[src/design/xbar_settings.svh]
`ifndef XBAR_SETTINGS_SVH
`define XBAR_SETTINGS_SVH

////////////////////
// Crossbar sizing
////////////////////

// Masters on the request side
`define XBAR_N_MASTER 4

// Slaves on the memory side, power of two only
`define XBAR_N_SLAVE 4

////////////////////
// Bus widths
////////////////////

`define XBAR_ADDR_WIDTH 32 // Full address reaches the slaves
`define XBAR_DATA_WIDTH 32
`define XBAR_BE_WIDTH   4  // One enable per data byte

// Slave select field, bits 11:10
`define XBAR_ROUTE_LSB   10
`define XBAR_ROUTE_WIDTH 2 // log2 of slave count

`endif

[src/design/xbar_pkg.sv]
`default_nettype none

`include "xbar_settings.svh"

package xbar_pkg;

    ////////////////////
    // Payload types
    ////////////////////

    typedef logic [`XBAR_ADDR_WIDTH-1:0]  addr_t;      // Request address
    typedef logic [`XBAR_DATA_WIDTH-1:0]  data_t;      // Write or read data
    typedef logic [`XBAR_BE_WIDTH-1:0]    be_t;        // Byte enables
    typedef logic [`XBAR_N_MASTER-1:0]    master_id_t; // One-hot, bit per master
    typedef logic [`XBAR_ROUTE_WIDTH-1:0] slave_sel_t; // Slave index

    // Request type, same meaning as the wen pin
    typedef enum logic {
        OP_STORE = 1'b0,
        OP_LOAD  = 1'b1
    } req_op_e;

    // Response status
    typedef enum logic {
        RESP_OK  = 1'b0,
        RESP_ERR = 1'b1
    } resp_opc_e;

    // One routed request, tagged with its master
    typedef struct packed {
        addr_t      add;   // Full address
        req_op_e    wen;   // Store or load
        data_t      wdata; // Store data
        be_t        be;
        master_id_t id;    // Used to steer the response back
    } master_req_t;

endpackage

`default_nettype wire

[src/design/resp_router.sv]
`timescale 1ns/1ps
`default_nettype none

`include "xbar_settings.svh"

// Per-master response mux
module resp_router (
    input  logic                       clk,
    input  logic                       rst_n_i,
    input  logic                       grant_i,       // Request accepted this cycle
    input  xbar_pkg::slave_sel_t       slave_sel_i,   // Slave that accepted it
    input  logic [`XBAR_N_SLAVE-1:0]   r_valid_i,     // Valid from each slave
    input  xbar_pkg::data_t            data_r_rdata_i [`XBAR_N_SLAVE],
    input  xbar_pkg::resp_opc_e        data_r_opc_i   [`XBAR_N_SLAVE],
    output logic                       data_r_valid_o,
    output xbar_pkg::data_t            data_r_rdata_o,
    output xbar_pkg::resp_opc_e        data_r_opc_o
);

    localparam logic [`XBAR_N_SLAVE-1:0] SEL_ONE = 1;

    xbar_pkg::slave_sel_t sel_q; // Slave holding the in-flight request

    ////////////////////
    // Slave tracking
    ////////////////////

    // Captured at the grant edge, used one cycle later
    always_ff @(posedge clk or negedge rst_n_i)
    begin
        if (!rst_n_i)
        begin
            sel_q <= '0;
        end
        else if (grant_i)
        begin
            sel_q <= slave_sel_i; // New request overwrites, old one has returned
        end
    end

    ////////////////////
    // Return path
    ////////////////////

    // Only one slave can carry this master's ID
    assign data_r_valid_o = |r_valid_i;

    // Mux from the stored index
    assign data_r_rdata_o = data_r_rdata_i[sel_q];
    assign data_r_opc_o   = data_r_opc_i[sel_q];

    // Response comes from the slave granted one cycle before
    a_resp_src : assert property (@(posedge clk) disable iff (!rst_n_i)
        (|r_valid_i) |-> ((r_valid_i == (SEL_ONE << sel_q)) && $past(grant_i)));

endmodule

`default_nettype wire

[config.mk]
export PLATFORM = sky130hd
export DESIGN_NAME = resp_router
export DESIGN_NICKNAME = d
export VERILOG_FILES = /design/src/design/xbar_pkg.sv /design/src/design/resp_router.sv
export VERILOG_INCLUDE_DIRS = /design/src /design/src/design
export SDC_FILE = /design/constraint.sdc
export NUM_CORES = 1
export LEC_CHECK = 0
export BUFFER_PORTS_ARGS = -buffer_cell sky130_fd_sc_hd__buf_2
export CAP_MARGIN = 20
export CORE_MARGIN = 4
export CORE_UTILIZATION = 26
export DETAILED_ROUTE_END_ITERATION = 7
export GPL_TIMING_DRIVEN = 0
export MAX_ROUTING_LAYER = met4
export PLACE_DENSITY_LB_ADDON = 0.15
export RECOVER_POWER = 100
export SKIP_LAST_GASP = 1
export SLEW_MARGIN = 40
export SYNTH_ARGS = -nofsm -noshare
export SYNTH_HDL_FRONTEND = slang
export SYNTH_SLANG_ARGS = --single-unit
[constraint.sdc]
create_clock -name clk -period 1.4 [get_ports clk]
set_input_delay 0.14 -clock clk [delete_from_list [all_inputs] [get_ports clk]]
set_output_delay 0.14 -clock clk [all_outputs]
set_load 0.1 [all_outputs]
======== After elaboration in Yosys (flattened, before gate mapping) ========
Index checks and enable logic that the tools add are counted.
storage, ports and cells
  flip-flop bits (word level) ............. 2
operators by class
  bitwise operators ....................... 1
  reductions and logical operators ........ 1
  mux-type cells .......................... 6
  $lt $le $gt $ge ......................... 1
operators by type and width
  operator                                                   number
  binary-select mux 32 bit (select 2 bit)                    1
  two-way mux 32 bit                                         2
  OR reduction 4 bit                                         1
  greater-or-equal comparator 3 bit (second input constant)  1
  NOT 2 -> 3 bit                                             1
  binary-select mux 1 bit (select 2 bit)                     1
  two-way mux 1 bit                                          2

======== Logic depth before layout (Yosys ltp) ========
  word-level depth ........................ 4
  mapped depth ............................ 3

======== Least setup slack after synthesis ========
OpenSTA, ideal clock, no wires.
  kind .................................... reg2out
  start point ............................. reg sel_q[0]
  end point ............................... out data_r_opc_o
  cell stages (with the launch flop) ...... 3
  data arrival time ....................... 1.465 ns
  buffers on the path ..................... 1
  setup slack ............................. -0.205 ns
  cells stage by stage .................... dfrtp_1 buf_6 mux4_1
between the ends
  longest elaborated chain between the ends .. 4
ends and longest elaborated chain
  element                                                RTL line           source
  start, declared                                        resp_router.sv:22  xbar_pkg::slave_sel_t sel_q;
  start signal, assigned                                 resp_router.sv:37  sel_q <= slave_sel_i;
  NOT 2 -> 3 bit (not written as such)                   resp_router.sv:50  assign data_r_opc_o = data_r_opc_i[sel_q];
  binary-select mux 1 bit (select 2 bit)                 resp_router.sv:50
  two-way mux 1 bit (not written as such) (2 in series)  resp_router.sv:50
  end, declared                                          resp_router.sv:17  output xbar_pkg::resp_opc_e data_r_opc_o
Every way passes these cells. The select of a mux whose other input is x is not followed.

======== Final worst setup path ========
  start point ............................. reg sel_q[0]
  end point ............................... out data_r_rdata_o[17]
between the ends
  longest elaborated chain between the ends .. 4
ends and longest elaborated chain
  element                                                 RTL line           source
  NOT 2 -> 3 bit (not written as such)                    resp_router.sv:49  assign data_r_rdata_o = data_r_rdata_i[sel_q];
  binary-select mux 32 bit (select 2 bit)                 resp_router.sv:49
  two-way mux 32 bit (not written as such) (2 in series)  resp_router.sv:49
  end, declared                                           resp_router.sv:16  output xbar_pkg::data_t data_r_rdata_o,
Every way passes these cells. The select of a mux whose other input is x is not followed.

==> reports/metrics.csv <==
stage,metric,value,unit
status,result of the run,"complete, but fails checks",
status,violations in the final reports,negative setup slack,
critical_path,WP data arrival,1.60,ns
cells_and_area,Inserted Diodes,0,
clock_network,CTS tree,yes,
critical_path,Reg-to-Reg Start,sel_q[1],
min_path,class of the worst hold path,in2reg,
floorplanning,Die Span Y,67.8,µm
cells_and_area,register name with the most flops,sel_q,
drt,drt pass-1 iters,4,
place,Port-buffer cells,174,
critical_path,CP required,1.26,ns
drt,final routed wire length divided by cell count,16.8,µm
drt,post-detailed-routing wire length,4.54,mm
critical_path,nature of the critical path endpoint,primary output,
sta,unrepaired setup endpoints after global routing,yes,
critical_path,endpoint of the worst setup timing path,data_r_rdata_o[17],
clock_network,Num CTS Buffers,3,
global_routing,number of global-route vias before repair,1433,
floorplanning,starting density of the core,27.4,%
pwr,largest voltage drop on the vdd net,514,µV
global_routing,Total GRT Usage,18.9,%
critical_path,minimum setup slack among reg-to-reg paths,0.34,ns
clock_network,clock-pin slew on the worst setup and hold paths,0.03,ns
pwr,internal power component,869,µW
drt,average vias per placed instance,4.75,
sta,final clock period utilization by the worst path,124,%
place,routability cong.,0.669,
critical_path,capture point of the worst reg-to-reg path,sel_q[1],
critical_path,CP Max Fanout,10,
pwr,Seq pwr share,3.1,%
floorplanning,io pins,175,
cells_and_area,number of nets at the end of the flow,368,
global_routing,wire length of the first global-routing pass,6.38,mm
sta,Fmax,0.576,GHz
yosys,Post-Synthesis Net Count,187,
critical_path,path type of the worst setup path,reg2out,
cells_and_area,largest registers,sel_q x2,
floorplanning,width of the die,67.8,µm
critical_path,critical path startpoint category,flop,
place,post-place setup slack,-0.303,ns
sta,largest clock skew in the final design,0,ns
drt,First DRT Iteration DRCs,25,
critical_path,number of cells on the worst reg-to-reg path,2,
floorplanning,die area,4590,µm²
clock_network,master cell of the clock root buffer,sky130_fd_sc_hd__clkbuf_4,
floorplanning,Core Region,3390,µm²
sta,Final setup violation count,33,
yosys,sequential cell area fraction in the yosys report,5.39,%
pwr,power share of the combinational group,91.2,%
pwr,switching component of the power,1420,µW
sta,clock period minus final worst setup slack,1.74,ns
global_routing,initial antenna violation count,0,
yosys,synthesized area,928,µm²
drt,Antenna Violating Nets Remaining,0,
sta,Slew headroom,64.1,%
critical_path,crit path from,sel_q[0],
sta,Max Slew Vio Count,0,
job,max-capacitance violation count,0,
yosys,Avg Synthesized Cell Area,20.2,µm²
yosys,Post-Syn Instances,46,
yosys,distinct cell type count after synthesis,9,
drt,post-detailed-route DRC marker count,0,
clock_network,number of levels in the clock H-tree,1,
clock_network,Max Buffers Root-to-Sink,2,
pwr,total power divided by cell area,1080,nW/µm²
pwr,switching portion of total power,62.1,%
pwr,clock power share,5.7,%
yosys,number of synthesis warnings,0,
sta,slew at the pin closest to its max-slew limit,0.540,ns
clock_network,clock sink count,2,
cells_and_area,number of flip-flops under the largest register name,2,
pwr,leakage power,0.00108,µW
cells_and_area,Layout area overhead,128,%
pwr,Tot Pwr,2290,µW
floorplanning,Rows,21,
sta,hold violation count in the final report,0,
clock_network,clk_lat worst skew,0.23,ns
sta,fin worst setup slack,-0.336,ns
cells_and_area,share of cells above drive strength 1,96.9,%
global_routing,overflow left after global routing,0,
drt,via count,1287,
global_routing,maximum number of pins on one net before global-route repair,11,
yosys,"flops & latches, synth",2,
-- what timing repair did --
action                     4_1_cts  5_1_grt
buffers inserted                 2        0
hold endpoints to repair         2        0
setup endpoints to repair       33       33
pin swaps                        0        0
hold buffers                     1        0
gates cloned                     0        0
resized for setup               73        0
-- cells in the mapped netlist, drive strengths merged --
cell	number	area, µm²
mux4	33	758
buf	7	86.3
dfrtp	2	50.1
mux2	2	22.5
clkbuf	1	3.75
or4	1	7.51
-- logic make-up (layout without fill, tap and decap cells) --
family | Yosys count | after routing | share of synthesized area [%]
simple gates | 1 | 1 | 0.809
mux | 35 | 35 | 84.1
buf+inv | 8 | 187 | 9.70
flops | 2 | 2 | 5.39
-- through the flow --
stage	TNS [ns]	cells	cell area, µm²	hold WS (ns)	util (%)
after global routing	-12.27	271	2120	0.161	62.4
after global placement	-8.32	266	1860	-0.0745	54.8
after floorplan	-4.36	46	928	-0.156	-
after detailed placement	-8.56	266	1860	-0.0742	54.8
after CTS	-10.81	271	2120	0.144	62.5
final	-10.17	271	2120	0.151	62.4
-- worst max-delay path, cell delays in order, from the launching register on --
cell and delay [ns]:
sky130_fd_sc_hd__dfrtp_1 0.33, sky130_fd_sc_hd__buf_6 0.15, sky130_fd_sc_hd__buf_12 0.15, sky130_fd_sc_hd__mux4_2 0.52, sky130_fd_sc_hd__buf_6 0.20
-- layer usage --
layer,global-route usage (%),vias to the layer above,share of wire (%)
met5,-,-,0
met4,3.04,0,0.84
met3,4.33,6,12
met2,38.6,93,58
met1,17.7,595,29
li1,-,593,-
-- worst min-delay path by stage --
stage	startpoint	endpoint	slack, ns	cells after the start
after global routing	slave_sel_i[0]	sel_q[0]	0.16	2
after global placement	rst_n_i	sel_q[0]	-0.07	1
after CTS	slave_sel_i[1]	sel_q[1]	0.14	2
after detailed placement	rst_n_i	sel_q[0]	-0.07	1
after floorplan	rst_n_i	sel_q[0]	-0.16	0
final	slave_sel_i[0]	sel_q[0]	0.15	2
-- power by group through the flow --
stage	clock network, µW	registers [µW]	logic (µW)
after global routing	146	73.7	2150
after CTS	136	72.4	2090
after detailed placement	0	66.4	1850
after floorplan	0	66.2	1510
after global placement	0	66.2	1840
final	130	71.8	2090
-- area by class of cell --
type                       count  area (µm²)
timing repair buffer         177        1110
sequential                     2        50.0
clock buffer                   3        22.5
tap                           46        57.6
multi-input combinational     36         781
buffer                         7        91.3
fill                         292        1270
-- layout by cell type (no fill, tap or decap) --
master                            n
sky130_fd_sc_hd__clkbuf_4         3
sky130_fd_sc_hd__mux4_2          31
sky130_fd_sc_hd__buf_4            4
sky130_fd_sc_hd__clkbuf_2         1
sky130_fd_sc_hd__or4_1            1
sky130_fd_sc_hd__buf_8            1
sky130_fd_sc_hd__dlygate4sd3_1    1
sky130_fd_sc_hd__clkbuf_1         1
sky130_fd_sc_hd__mux4_1           2
sky130_fd_sc_hd__buf_2          140
sky130_fd_sc_hd__buf_6           32
sky130_fd_sc_hd__mux2_2           2
sky130_fd_sc_hd__dfrtp_1          2
sky130_fd_sc_hd__buf_12           4
Note: power is estimated with default switching activity, not from simulation.
